<file path="src/logic/armPkg.sv">
package armPkg;

    localparam int dataWidth    = 32;
    localparam int regAddrWidth = 4;

    typedef logic [dataWidth-1:0]    word;
    typedef logic [regAddrWidth-1:0] regAddr;
    typedef logic [1:0]              aluOp;

    // Forwarding sources for the execute operands
    typedef enum logic [1:0] {
        fromRegister  = 2'b00,
        fromWriteback = 2'b01,
        fromMemory    = 2'b10
    } forwardSel;

    localparam regAddr pcReg = 4'd15;

    // Operation field, instr[27:26]
    localparam logic [1:0] dataProcOp = 2'b00;
    localparam logic [1:0] memoryOp   = 2'b01;
    localparam logic [1:0] branchOp   = 2'b10;

    // Command field, instr[24:21]
    localparam logic [3:0] cmdAnd = 4'b0000;
    localparam logic [3:0] cmdSub = 4'b0010;
    localparam logic [3:0] cmdAdd = 4'b0100;
    localparam logic [3:0] cmdOrr = 4'b1100;

    // ALU operations
    localparam aluOp aluAdd = 2'b00;
    localparam aluOp aluSub = 2'b01;
    localparam aluOp aluAnd = 2'b10;
    localparam aluOp aluOrr = 2'b11;

    // R15 reads see the fetch address plus 8
    localparam word pcReadOffset = 32'd8;

endpackage

</file>
<file path="src/logic/fetchStage.sv">
module fetchStage import armPkg::*; (
    input  logic CLK,
    input  logic reset,
    input  logic stallF,
    input  logic branchTaken,
    input  word  branchTarget,
    output word  pcF,
    output word  pcPlus8F
);

    word pcNext;

    // Branch redirect wins over stall; both never occur together
    always_comb begin
        if (branchTaken) begin
            pcNext = branchTarget;
        end else if (stallF) begin
            pcNext = pcF;
        end else begin
            pcNext = pcF + 32'd4;
        end
    end

    always_ff @(posedge CLK) begin
        if (reset) begin
            pcF <= '0;
        end else begin
            pcF <= pcNext;
        end
    end

    assign pcPlus8F = pcF + pcReadOffset;

endmodule

</file>
<file path="src/logic/registerFile.sv">
module registerFile import armPkg::*; (
    input  logic   CLK,
    input  logic   reset,
    input  regAddr readAddr1,
    input  regAddr readAddr2,
    input  regAddr writeAddr,
    input  logic   writeEnable,
    input  word    writeData,
    input  word    pcPlus8,
    output word    readData1,
    output word    readData2
);

    word regs [0:14];

    // R15 comes from the PC; a same-cycle write is seen at once
    function automatic word readPort(regAddr addr);
        word value;
        if (addr == pcReg) begin
            value = pcPlus8;
        end else if (writeEnable && writeAddr == addr) begin
            value = writeData;
        end else begin
            value = regs[addr];
        end
        return value;
    endfunction

    always_ff @(posedge CLK) begin
        if (reset) begin
            for (int i = 0; i < 15; i++) begin
                regs[i] <= '0;
            end
        end else if (writeEnable && writeAddr != pcReg) begin
            regs[writeAddr] <= writeData;
        end
    end

    always_comb begin
        readData1 = readPort(readAddr1);
        readData2 = readPort(readAddr2);
    end

    noPcWrite: assert property (@(posedge CLK) disable iff (reset)
        writeEnable |-> writeAddr != pcReg)
        else $error("register file write to R15");

endmodule

</file>
<file path="src/logic/decodeStage.sv">
module decodeStage import armPkg::*; (
    input  logic   CLK,
    input  logic   reset,
    input  logic   stallD,
    input  logic   flushD,
    input  logic   flushE,
    input  word    instrF,
    input  word    pcPlus8F,
    input  word    readData1,
    input  word    readData2,
    output regAddr readAddr1,
    output regAddr readAddr2,
    output word    pcPlus8D,
    output word    operandAE,
    output word    operandBE,
    output word    immE,
    output regAddr srcRegAE,
    output regAddr srcRegBE,
    output regAddr destRegE,
    output aluOp   aluOpE,
    output logic   useImmE,
    output logic   regWriteE,
    output logic   memWriteE,
    output logic   memToRegE,
    output logic   branchE
);

    word        instrD;
    logic       validD;
    logic [1:0] opD;
    logic [3:0] cmdD;
    logic       cmdKnown;
    logic       isData;
    logic       isMem;
    logic       isBranch;
    aluOp       aluOpD;
    word        immD;

    //////////////////////////////////////////////////////////////////////
    // Fetch/decode register
    //////////////////////////////////////////////////////////////////////

    always_ff @(posedge CLK) begin
        if (reset || flushD) begin
            validD <= 1'b0;
        end else if (!stallD) begin
            validD <= 1'b1;
        end
    end

    always_ff @(posedge CLK) begin
        if (!stallD) begin
            instrD   <= instrF;
            pcPlus8D <= pcPlus8F;
        end
    end

    //////////////////////////////////////////////////////////////////////
    // Decode
    //////////////////////////////////////////////////////////////////////

    assign opD  = instrD[27:26];
    assign cmdD = instrD[24:21];

    always_comb begin
        cmdKnown = 1'b1;
        case (cmdD)
            cmdAnd:  aluOpD = aluAnd;
            cmdSub:  aluOpD = aluSub;
            cmdOrr:  aluOpD = aluOrr;
            cmdAdd:  aluOpD = aluAdd;
            default: begin
                aluOpD   = aluAdd;
                cmdKnown = 1'b0;
            end
        endcase
        // Addresses and branch targets always add
        if (opD != dataProcOp) begin
            aluOpD = aluAdd;
        end
    end

    assign isData   = validD && opD == dataProcOp && cmdKnown;
    // Only immediate, positive offsets
    assign isMem    = validD && opD == memoryOp && !instrD[25] && instrD[23];
    assign isBranch = validD && opD == branchOp && instrD[25];

    always_comb begin
        if (isBranch) begin
            immD = {{6{instrD[23]}}, instrD[23:0], 2'b00};
        end else if (isMem) begin
            immD = {20'd0, instrD[11:0]};
        end else begin
            immD = {24'd0, instrD[7:0]};
        end
    end

    // Branch reads R15 as its base; stores read Rd as data
    assign readAddr1 = isBranch ? pcReg : instrD[19:16];
    assign readAddr2 = isMem ? instrD[15:12] : instrD[3:0];

    //////////////////////////////////////////////////////////////////////
    // Decode/execute register
    //////////////////////////////////////////////////////////////////////

    always_ff @(posedge CLK) begin
        if (reset || flushE) begin
            regWriteE <= 1'b0;
            memWriteE <= 1'b0;
            memToRegE <= 1'b0;
            branchE   <= 1'b0;
        end else begin
            regWriteE <= isData || (isMem && instrD[20]);
            memWriteE <= isMem && !instrD[20];
            memToRegE <= isMem && instrD[20];
            branchE   <= isBranch;
        end
    end

    always_ff @(posedge CLK) begin
        operandAE <= readData1;
        operandBE <= readData2;
        immE      <= immD;
        srcRegAE  <= readAddr1;
        srcRegBE  <= readAddr2;
        destRegE  <= instrD[15:12];
        aluOpE    <= aluOpD;
        useImmE   <= isMem || isBranch || (isData && instrD[25]);
    end

endmodule

</file>
<file path="src/logic/executeStage.sv">
module executeStage import armPkg::*; (
    input  logic      CLK,
    input  logic      reset,
    input  word       operandAE,
    input  word       operandBE,
    input  word       immE,
    input  regAddr    destRegE,
    input  aluOp      aluOpE,
    input  logic      useImmE,
    input  logic      regWriteE,
    input  logic      memWriteE,
    input  logic      memToRegE,
    input  logic      branchE,
    input  forwardSel forwardA,
    input  forwardSel forwardB,
    input  word       resultW,
    output logic      branchTaken,
    output word       branchTarget,
    output word       aluResultM,
    output word       storeDataM,
    output regAddr    destRegM,
    output logic      regWriteM,
    output logic      memWriteM,
    output logic      memToRegM
);

    word srcA;
    word srcB;
    word aluInB;
    word aluResultE;

    function automatic word forwardMux(forwardSel sel, word regValue, word wbValue,
                                       word memValue);
        word value;
        case (sel)
            fromWriteback: value = wbValue;
            fromMemory:    value = memValue;
            default:       value = regValue;
        endcase
        return value;
    endfunction

    always_comb begin
        srcA = forwardMux(forwardA, operandAE, resultW, aluResultM);
        srcB = forwardMux(forwardB, operandBE, resultW, aluResultM);
    end

    assign aluInB = useImmE ? immE : srcB;

    always_comb begin
        case (aluOpE)
            aluSub:  aluResultE = srcA - aluInB;
            aluAnd:  aluResultE = srcA & aluInB;
            aluOrr:  aluResultE = srcA | aluInB;
            default: aluResultE = srcA + aluInB;
        endcase
    end

    // Unconditional branches only, target is R15 plus offset
    assign branchTaken  = branchE;
    assign branchTarget = aluResultE;

    always_ff @(posedge CLK) begin
        if (reset) begin
            regWriteM <= 1'b0;
            memWriteM <= 1'b0;
            memToRegM <= 1'b0;
        end else begin
            regWriteM <= regWriteE;
            memWriteM <= memWriteE;
            memToRegM <= memToRegE;
        end
    end

    always_ff @(posedge CLK) begin
        aluResultM <= aluResultE;
        storeDataM <= srcB;
        destRegM   <= destRegE;
    end

    knownWrites: assert property (@(posedge CLK) disable iff (reset)
        !$isunknown({memWriteM, regWriteM}))
        else $error("memory stage write enables unknown");

endmodule

</file>
<file path="src/logic/writebackStage.sv">
module writebackStage import armPkg::*; (
    input  logic   CLK,
    input  logic   reset,
    input  word    aluResultM,
    input  word    readData,
    input  regAddr destRegM,
    input  logic   regWriteM,
    input  logic   memToRegM,
    output word    resultW,
    output regAddr writeRegW,
    output logic   regWriteW
);

    word  aluResultW;
    word  readDataW;
    logic memToRegW;

    always_ff @(posedge CLK) begin
        if (reset) begin
            regWriteW <= 1'b0;
        end else begin
            regWriteW <= regWriteM;
        end
    end

    always_ff @(posedge CLK) begin
        aluResultW <= aluResultM;
        readDataW  <= readData;
        writeRegW  <= destRegM;
        memToRegW  <= memToRegM;
    end

    assign resultW = memToRegW ? readDataW : aluResultW;

endmodule

</file>
<file path="src/logic/hazardUnit.sv">
module hazardUnit import armPkg::*; (
    input  regAddr    srcRegAE,
    input  regAddr    srcRegBE,
    input  regAddr    srcRegAD,
    input  regAddr    srcRegBD,
    input  regAddr    destRegE,
    input  regAddr    destRegM,
    input  regAddr    writeRegW,
    input  logic      regWriteM,
    input  logic      regWriteW,
    input  logic      memToRegE,
    input  logic      memWriteM,
    input  logic      branchTaken,
    output forwardSel forwardA,
    output forwardSel forwardB,
    output logic      forwardStore,
    output logic      stallF,
    output logic      stallD,
    output logic      flushD,
    output logic      flushE
);

    logic loadUse;

    // Memory stage holds the younger result, so it wins
    function automatic forwardSel selectForward(regAddr src);
        forwardSel sel;
        if (regWriteM && destRegM == src) begin
            sel = fromMemory;
        end else if (regWriteW && writeRegW == src) begin
            sel = fromWriteback;
        end else begin
            sel = fromRegister;
        end
        return sel;
    endfunction

    always_comb begin
        forwardA = selectForward(srcRegAE);
        forwardB = selectForward(srcRegBE);
    end

    // For a store, destRegM names the data register
    assign forwardStore = memWriteM && regWriteW && writeRegW == destRegM;

    assign loadUse = memToRegE && (destRegE == srcRegAD || destRegE == srcRegBD);

    assign stallF = loadUse;
    assign stallD = loadUse;
    assign flushD = branchTaken;
    assign flushE = loadUse || branchTaken;

    // A load and a branch never share the execute stage
    always_comb begin
        noStallOnBranch: assert #0 (!(stallD && flushD))
            else $error("decode stalled during branch flush");
    end

endmodule

</file>
<file path="src/logic/armCore.sv">
module armCore import armPkg::*; (
    input  logic CLK,
    input  logic reset,
    input  word  instr,
    input  word  readData,
    output logic memWrite,
    output word  pc,
    output word  aluResult,
    output word  writeData
);

    //////////////////////////////////////////////////////////////////////
    // Stage wires
    //////////////////////////////////////////////////////////////////////

    word       pcPlus8F;
    word       pcPlus8D;
    regAddr    readAddr1;
    regAddr    readAddr2;
    word       readData1;
    word       readData2;

    word       operandAE;
    word       operandBE;
    word       immE;
    regAddr    srcRegAE;
    regAddr    srcRegBE;
    regAddr    destRegE;
    aluOp      aluOpE;
    logic      useImmE;
    logic      regWriteE;
    logic      memWriteE;
    logic      memToRegE;
    logic      branchE;

    logic      branchTaken;
    word       branchTarget;
    word       storeDataM;
    regAddr    destRegM;
    logic      regWriteM;
    logic      memToRegM;

    word       resultW;
    regAddr    writeRegW;
    logic      regWriteW;

    forwardSel forwardA;
    forwardSel forwardB;
    logic      forwardStore;
    logic      stallF;
    logic      stallD;
    logic      flushD;
    logic      flushE;

    // Store data may still be in flight to writeback
    assign writeData = forwardStore ? resultW : storeDataM;

    fetchStage fetch (
        .CLK          (CLK),
        .reset        (reset),
        .stallF       (stallF),
        .branchTaken  (branchTaken),
        .branchTarget (branchTarget),
        .pcF          (pc),
        .pcPlus8F     (pcPlus8F)
    );

    decodeStage decode (
        .CLK       (CLK),
        .reset     (reset),
        .stallD    (stallD),
        .flushD    (flushD),
        .flushE    (flushE),
        .instrF    (instr),
        .pcPlus8F  (pcPlus8F),
        .readData1 (readData1),
        .readData2 (readData2),
        .readAddr1 (readAddr1),
        .readAddr2 (readAddr2),
        .pcPlus8D  (pcPlus8D),
        .operandAE (operandAE),
        .operandBE (operandBE),
        .immE      (immE),
        .srcRegAE  (srcRegAE),
        .srcRegBE  (srcRegBE),
        .destRegE  (destRegE),
        .aluOpE    (aluOpE),
        .useImmE   (useImmE),
        .regWriteE (regWriteE),
        .memWriteE (memWriteE),
        .memToRegE (memToRegE),
        .branchE   (branchE)
    );

    registerFile regFile (
        .CLK         (CLK),
        .reset       (reset),
        .readAddr1   (readAddr1),
        .readAddr2   (readAddr2),
        .writeAddr   (writeRegW),
        .writeEnable (regWriteW),
        .writeData   (resultW),
        .pcPlus8     (pcPlus8D),
        .readData1   (readData1),
        .readData2   (readData2)
    );

    executeStage execute (
        .CLK          (CLK),
        .reset        (reset),
        .operandAE    (operandAE),
        .operandBE    (operandBE),
        .immE         (immE),
        .destRegE     (destRegE),
        .aluOpE       (aluOpE),
        .useImmE      (useImmE),
        .regWriteE    (regWriteE),
        .memWriteE    (memWriteE),
        .memToRegE    (memToRegE),
        .branchE      (branchE),
        .forwardA     (forwardA),
        .forwardB     (forwardB),
        .resultW      (resultW),
        .branchTaken  (branchTaken),
        .branchTarget (branchTarget),
        .aluResultM   (aluResult),
        .storeDataM   (storeDataM),
        .destRegM     (destRegM),
        .regWriteM    (regWriteM),
        .memWriteM    (memWrite),
        .memToRegM    (memToRegM)
    );

    writebackStage writeback (
        .CLK        (CLK),
        .reset      (reset),
        .aluResultM (aluResult),
        .readData   (readData),
        .destRegM   (destRegM),
        .regWriteM  (regWriteM),
        .memToRegM  (memToRegM),
        .resultW    (resultW),
        .writeRegW  (writeRegW),
        .regWriteW  (regWriteW)
    );

    hazardUnit hazard (
        .srcRegAE     (srcRegAE),
        .srcRegBE     (srcRegBE),
        .srcRegAD     (readAddr1),
        .srcRegBD     (readAddr2),
        .destRegE     (destRegE),
        .destRegM     (destRegM),
        .writeRegW    (writeRegW),
        .regWriteM    (regWriteM),
        .regWriteW    (regWriteW),
        .memToRegE    (memToRegE),
        .memWriteM    (memWrite),
        .branchTaken  (branchTaken),
        .forwardA     (forwardA),
        .forwardB     (forwardB),
        .forwardStore (forwardStore),
        .stallF       (stallF),
        .stallD       (stallD),
        .flushD       (flushD),
        .flushE       (flushE)
    );

endmodule

</file>
<file path="config.mk">
export PLATFORM = sky130hd
export DESIGN_NAME = armCore
export DESIGN_NICKNAME = d
export VERILOG_FILES = /design/src/logic/armPkg.sv /design/src/logic/fetchStage.sv /design/src/logic/registerFile.sv /design/src/logic/decodeStage.sv /design/src/logic/executeStage.sv /design/src/logic/writebackStage.sv /design/src/logic/hazardUnit.sv /design/src/logic/armCore.sv
export SDC_FILE = /design/constraint.sdc
export NUM_CORES = 2
export LEC_CHECK = 0
export CAP_MARGIN = 20
export CORE_UTILIZATION = 30
export CTS_BUF_LIST = sky130_fd_sc_hd__clkbuf_8 sky130_fd_sc_hd__clkbuf_16
export CTS_CLUSTER_DIAMETER = 150
export DETAILED_ROUTE_END_ITERATION = 16
export DONT_BUFFER_PORTS = 1
export GPL_ROUTABILITY_DRIVEN = 0
export MAX_ROUTING_LAYER = met4
export PLACE_DENSITY_LB_ADDON = 0.25
export SLEW_MARGIN = 5
export SYNTH_ARGS = -nofsm -noshare
export SYNTH_HDL_FRONTEND = slang
export SYNTH_SLANG_ARGS = --single-unit
</file>
<file path="constraint.sdc">
create_clock -name CLK -period 8.09 [get_ports CLK]
set_clock_uncertainty 0.15 [all_clocks]
set_input_delay 0.4045 -clock CLK [delete_from_list [all_inputs] [get_ports CLK]]
set_output_delay 0.4045 -clock CLK [all_outputs]
set_load 0.03 [all_outputs]
</file>
Word-level counts from Yosys, hierarchy flattened
Memory sizes are Yosys's and may differ from the RTL's.
Index checks and enable logic that the tools add are counted.
{ "totals": {"mem_bits_ro": 0, "n_memories": 1, "latch_bits": 0, "regBits": 349, "ramBits": 480, "output_inout_bits": 97} }
{ "mem_list": {"columns": ["memory", "words", "word_bits", "rd", "rd_clocked_by_memory_dff", "write_ports", "line", "rtl"], "rows": [
  ["regFile.regs", 15, 32, 2, 0, 15, "registerFile.sv:14", "word regs [0:14];"]
]} }
{ "op_classes": {"div_mod_pow": 0, "n_reduce_logical": 34, "addsub": 4, "n_bitwise": 2, "shifts": 0, "n_mul": 0, "n_eq_ne": 25, "n_mux": 30, "n_lt_le_gt_ge": 0} }
{ "ops": {"columns": ["op", "count"], "rows": [
  ["32-bit 2-to-1 mux", 11],
  ["32-bit one-hot mux with 2 select lines", 2],
  ["32-bit one-hot mux with 3 select lines", 1],
  ["4-bit == test", 9],
  ["32-bit by 3-bit adder with 32-bit output, second input constant", 1],
  ["32-bit adder", 1],
  ["32-bit by 4-bit adder with 32-bit output, second input constant", 1],
  ["32-bit bitwise AND", 1],
  ["32-bit bitwise OR", 1],
  ["32-bit OR reduction", 1],
  ["32-bit subtractor", 1],
  ["1-bit logical AND", 20],
  ["4-bit == test, second input constant", 3],
  ["12-bit 2-to-1 mux", 1],
  ["4-bit 2-to-1 mux", 3],
  ["2-bit == test, second input constant", 5],
  ["1-bit 2-to-1 mux", 9],
  ["2-bit by 1-bit == test with 1-bit output, second input constant", 4],
  ["1-bit logical OR", 7],
  ["2-bit one-hot mux with 3 select lines", 1],
  ["4-bit by 2-bit == test with 1-bit output, second input constant", 1],
  ["4-bit by 3-bit == test with 1-bit output, second input constant", 1],
  ["4-bit zero test", 1],
  ["2-bit 2-to-1 mux", 2],
  ["other kinds (6)", 7]
]} }

Depth between registers and ports, before layout
{ "depth": {"word_depth": 10, "mapped_depth": 27} }

Cells and area by module
From an unflattened synthesis, not the netlist that was laid out.
{ "unflattened": {"hier_cells": 3689, "hier_area_um2": 44697.9} }
{ "by_module_without_submodules": {"columns": ["mod", "n_inst", "seq_area_each_um2", "cells_per_inst", "area_per_inst_um2"], "rows": [
  ["registerFile", 1, 15374.7, 2098, 28547.4],
  ["executeStage", 1, 1421.4, 824, 6308.6],
  ["decodeStage", 1, 4003.8, 251, 4543.1],
  ["fetchStage", 1, 640.6, 324, 2418.6],
  ["writebackStage", 1, 1401.3, 107, 1951.9],
  ["armCore", 1, 0.0, 36, 544.3],
  ["hazardUnit", 1, 0.0, 49, 384.1]
]} }

Worst setup path after synthesis
Ideal clock, no wire load.
{ "synth_timing": {"kind": "register -> register", "from": "register writeback.memToRegW", "to": "register fetch.pcF[31]", "arrival_ns": 5.401, "path_stages_with_launch": 27, "period_less_slack_ns": 5.668, "setup_slack_ns": 2.422, "t_required_ns": 7.824, "cell_sequence": "dfxtp_1 -> buf_6 -> buf_6 -> buf_8 -> mux2i_4 -> inv_2 -> nor3_1 -> o31ai_1 -> mux2i_1 -> nand4_2 -> or4_4 -> nor2_1 -> nor2_1 -> xnor2_1 -> ha_1 -> clkbuf_1 -> nand4_1 -> nor2_1 -> and2_1 -> nand2_1 -> o211a_1 -> o31ai_1 -> nand2_1 -> or4_1 -> o2111ai_1 -> nor3_1 -> o211a_1"} }
{ "synth_via": {"elab_chain_cells": 6, "word_cells_on_any_way": 10, "classes_between": "add/sub: 2; mux: 6; bitwise: 2"} }
{ "synth_rtl": {"columns": ["element", "line", "rtl"], "rows": [
  ["start: declaration", "writebackStage.sv:16", "logic memToRegW;"],
  ["start signal: assignment", "writebackStage.sv:30", "memToRegW <= memToRegM;"],
  ["32-bit 2-to-1 mux (*)", "writebackStage.sv:33", "assign resultW = memToRegW ? readDataW : aluResultW;"],
  ["via execute.resultW[13]", "executeStage.sv:16", "input word resultW,"],
  ["32-bit one-hot mux with 2 select lines (*)", "executeStage.sv:35", "case (sel)"],
  ["via execute.srcB[13]", "executeStage.sv:28", "word srcB;"],
  ["32-bit 2-to-1 mux (*)", "executeStage.sv:48", "assign aluInB = useImmE ? immE : srcB;"],
  ["32-bit adder or 32-bit subtractor (tied branches)", "executeStage.sv:55, executeStage.sv:52", null],
  ["32-bit one-hot mux with 3 select lines (*)", "executeStage.sv:51", "case (aluOpE)"],
  ["via branchTarget[31]", "armCore.sv:37", "word branchTarget;"],
  ["32-bit 2-to-1 mux (*)", "fetchStage.sv:15", "if (branchTaken) begin"],
  ["end signal: assignment", "fetchStage.sv:28", "pcF <= pcNext;"],
  ["end: declaration", "fetchStage.sv:7", "output word pcF,"]
]} }
The timed path passes the listed nets; every way through them passes the cells marked *.
A chain may end at the register's enable or synchronous reset.

Worst setup path in the final report
{ "layout_timing": {"from": "register writeback.memToRegW", "to": "register fetch.pcF[31]"} }
{ "layout_via": {"elab_chain_cells": 6, "word_cells_on_any_way": 10, "classes_between": "add/sub: 2; mux: 6; bitwise: 2"} }
{ "layout_rtl": {"columns": ["element", "line"], "rows": [
  ["32-bit 2-to-1 mux (*)", "writebackStage.sv:33"],
  ["via execute.resultW[0]", "executeStage.sv:16"],
  ["32-bit one-hot mux with 2 select lines", "executeStage.sv:35"],
  ["32-bit 2-to-1 mux", "executeStage.sv:48"],
  ["32-bit adder or 32-bit subtractor (tied branches)", "executeStage.sv:55, executeStage.sv:52"],
  ["32-bit one-hot mux with 3 select lines (*)", "executeStage.sv:51"],
  ["via branchTarget[31]", "armCore.sv:37"],
  ["32-bit 2-to-1 mux (*)", "fetchStage.sv:15"]
]} }
Marks and branches as above.

==> results.md <==
* Max-cap check violation count at 0
* Crit end category: flip-flop
* Flops & latches, synth at 855
* Most used DFF post-synth: edfxtp_1
* Outcome: complete, no violations
* Measured slew at the worst slew-check pin at between 1 and 1.5 ns
* Total Die Area at around 150000 um^2
* Critical Path Source Type: flip-flop
* Most frequent cells after synthesis: nand2_1, nor2_1, edfxtp_1
* Max Root-Sink Buffers at 3
* FF-to-FF setup slack at 0.90 ns
* Layout cells sized above 1 at between 8 and 9%
* Total number of vias at about 37000
* Hold Path Class: input port to flip-flop
* CTS Hold Buffers Added at 63
* Synth warn at 0
* Critical Path AT at 7.67 ns
* H-tree depth at 3
* Port Buf Inserts at 0
* Largest net degree at the start of global routing at roughly 130
* CTS sink cnt at between 800 and 900
* Fillers at around 15000
* Die Width at between 300 and 400 um
* WP buf/inv at 2
* Fin. Hold Viols at 0
* Worst Hold Path Cells at 3
* Fin nets at between 4000 and 5000
* Post-Synthesis Cells at ~4700
* Root Driver: clkbuf_16
* RSZ-0062 raised after global routing: no
* Cell Area, Placed at around 46000 um^2
* Final setup fails at 0
* Initial antenna violation count at 3
* Fin. max-slew vios at 0
* Synth top area cells: edfxtp_1, dfxtp_1, nand2_1
* Drt first-iter violations at about 4300
* Final Core Density at between 30% and 40%
* Yosys top cell by area: edfxtp_1
* Hold Startpoint: reset
* Hold_ws at 0.0576 ns
* Most frequent cell after synthesis: nand2_1
* Area Growth Syn to Fin at 13.3%
* Capture point of the worst reg-to-reg path: fetch.pcF[31]$_SDFFE_PP0N_
* Cts bufs inserted at just over 90
* Initial core utilization at around 30%
* Sequential element share of the synthesized area at about 52%
* Critical-path top delay cell: dfxtp_4
* CP most frequent cell: nor3_1
* Avg Cell Area, Syn at around 9.4 um^2
* Drt wl/cell at between 20 and 30 um
* TNS Setup at 0 ns
* CTS tree: yes
* Slew headroom at roughly a fifth
* Non-Filler Instances at roughly 6600
* # IOs at roughly 160
* Grt ovf at 0
* Post-DP HPWL at 103000 um
* Routed Antenna Nets at 0
* Post-CTS resize count at 0
* Vias in the first global route at roughly 35000
* Slowest stage delay, CP at 0.78 ns
* Cell Area, Synth at ~44000 um^2
* Fmax at between 100 and 150 MHz
* Worst Path Required at roughly 8.6 ns
* Drt first pass iters at 5
* Clk Latency, worst-skew pair at 0.70 ns
* Inst Count DP at approximately 6300
* Drt drc at 0
* CP max FO at 19
* Async S/R FF share, synth at 0%
* Family with the most delay on the worst path: simple AND/OR/NAND/NOR gates
* RR Startpoint: writeback.memToRegW$_DFF_P_
* Tmin final at ~7 ns
* Post-synth EDFFs at 572
* Clock-pin transition on the worst setup and hold timing paths at 0.06 ns
* PwrDens at between 200 and 300 nW/um^2
* Share of Yosys cell area claimed by the top area cell type at approximately two fifths
* Post-CTS setup repair buffer count at 0
* Leakage dissipation at 18.7 nW
* Peak VDD IR at around 0.00018 V
* Total Wirelength at around 180000 um
* Setup CP Type: flip-flop to flip-flop
* Final Cycle Share at between 80% and 90%
* First-pass GRT wire length at approximately 250000 um
* Synth cell types at approximately 80
* Cell Chain, Critical Path: mux2i_4 -> inv_1 -> nor3_1 -> o31ai_1 -> a22o_1 -> nand4bb_1 -> or3_1 -> nor3_1 -> a21oi_1 -> xnor2_1 -> ha_1 -> nand4_1 -> nor2_1 -> and2_1 -> nand2_1 -> o211a_1 -> o31ai_1 -> buf_4 -> a21oi_1 -> a311oi_1 -> o2111ai_1 -> nor3_1 -> o211a_1
* Hold endpoint: regFile.regs[6][7]$_SDFFCE_PN0P_
* Cell depth of the worst flop-to-flop path at 23
* Die span in y at just under 400 um
* Vias per cell at roughly 5.6
* Core area at 144000 um^2
* Total GRT Usage at between 20% and 30%
* Fin area at about 50000 um^2
* FP Rows at ~140
[worst max path at each step]
| stage | from | to | slack (ns) | depth (start not counted) |
|---|---|---|---|---|
| after detailed placement | writeback.memToRegW$_DFF_P_ | fetch.pcF[31]$_SDFFE_PP0N_ | 1.01 | 23 |
| after floorplan | writeback.memToRegW$_DFF_P_ | fetch.pcF[31]$_SDFFE_PP0N_ | 2.42 | 26 |
| final | writeback.memToRegW$_DFF_P_ | fetch.pcF[31]$_SDFFE_PP0N_ | 0.90 | 23 |
| after CTS | writeback.memToRegW$_DFF_P_ | fetch.pcF[31]$_SDFFE_PP0N_ | 0.97 | 23 |
| after global routing | writeback.memToRegW$_DFF_P_ | fetch.pcF[31]$_SDFFE_PP0N_ | 0.41 | 23 |
| after global placement | writeback.memToRegW$_DFF_P_ | fetch.pcF[31]$_SDFFE_PP0N_ | 1.16 | 23 |
[worst min-delay path, delay by kind of cell]
| kind | cells | cell delay [ns] |
|---|---|---|
| simple gates | 3 | 0.29 |
[per-stage QoR]
stage / setup slack [ns] / power [mW]
final: 0.899 / 12.4
after global routing: 0.413 / 12.8
after CTS: 0.975 / 12.4
after detailed placement: 1.01 / 8.35
after global placement: 1.16 / 8.33
after floorplan: 2.42 / 7.23
[final cells by class]
cell class | count | area (um^2) | share of cell area, %
Clock buffer | 101 | 2450 | 4.93
Tap cell | 1903 | 2380 | 4.79
Clock inverter | 66 | 408 | 0.821
Sequential cell | 855 | 22800 | 46.0
Inverter | 88 | 345 | 0.695
Multi-Input combinational cell | 3361 | 19500 | 39.3
Antenna cell | 1 | 2.50 | 0.00504
Timing Repair Buffer | 193 | 1720 | 3.46
[cells by family (layout without fill, tap and decap cells)]
kind of cell | after synthesis | in the layout | share of synthesized area, %
simple gates | 1936 | 1936 | 18.7
compound gates | 947 | 947 | 14.1
xor+xnor | 136 | 136 | 2.72
other cells | 1 | 33 | 0.00855
buf+inv | 474 | 448 | 4.25
flops | 855 | 855 | 52.1
fa+ha+maj | 62 | 62 | 1.64
mux | 248 | 248 | 6.52
[per-layer routing]
| layer | global-route usage, % | up-vias | part of all wire, % | wire length (um) |
|---|---|---|---|---|
| met5 | - | - | 0 | 0 |
| met4 | 9.66 | 0 | 4.2 | 7360 |
| met3 | 3.66 | 363 | 8.7 | 15300 |
| met2 | 35.4 | 1914 | 44 | 77400 |
| met1 | 32.3 | 18300 | 43 | 75700 |
| li1 | - | 16500 | - | - |
[flip-flops by register name, summed over array words and instances (netlist names), 28 cells and up]
signal and count:
decode.pcPlus8D 32, execute.storeDataM 32, fetch.pcF 32, decode.operandBE 32, regFile.regs 512, decode.instrD 28, writeback.readDataW 32, decode.operandAE 32
writeback.aluResultW 32, execute.aluResultM 32
[power breakdown]
group	total, mW	switching, mW	internal, mW
clock	4.10	1.84	2.26
sequential	5.68	0.594	5.09
combinational	2.65	1.87	0.779
[placed cells by master (no fill, tap or decap), types with 42 or more instances in the layout]
master | netlist | routed
a311oi_1 | 101 | 101
o21ai_0 | 264 | 263
buf_4 | 7 | 121
nand3_1 | 176 | 173
dfxtp_1 | 283 | 282
mux2i_1 | 167 | 160
a211oi_1 | 75 | 75
edfxtp_1 | 572 | 572
a31oi_1 | 72 | 72
o221ai_1 | 67 | 67
and3_1 | 81 | 80
xnor2_1 | 96 | 95
o22ai_1 | 47 | 47
dlygate4sd3_1 | 0 | 62
nand2_1 | 896 | 867
nor2_1 | 587 | 583
clkbuf_16 | 0 | 94
o31ai_1 | 42 | 42
nor3_1 | 50 | 48
inv_1 | 77 | 104
mux2_2 | 55 | 55
a21oi_1 | 169 | 169
and2_1 | 43 | 43
No activity file was read; power rests on OpenSTA's default activity.
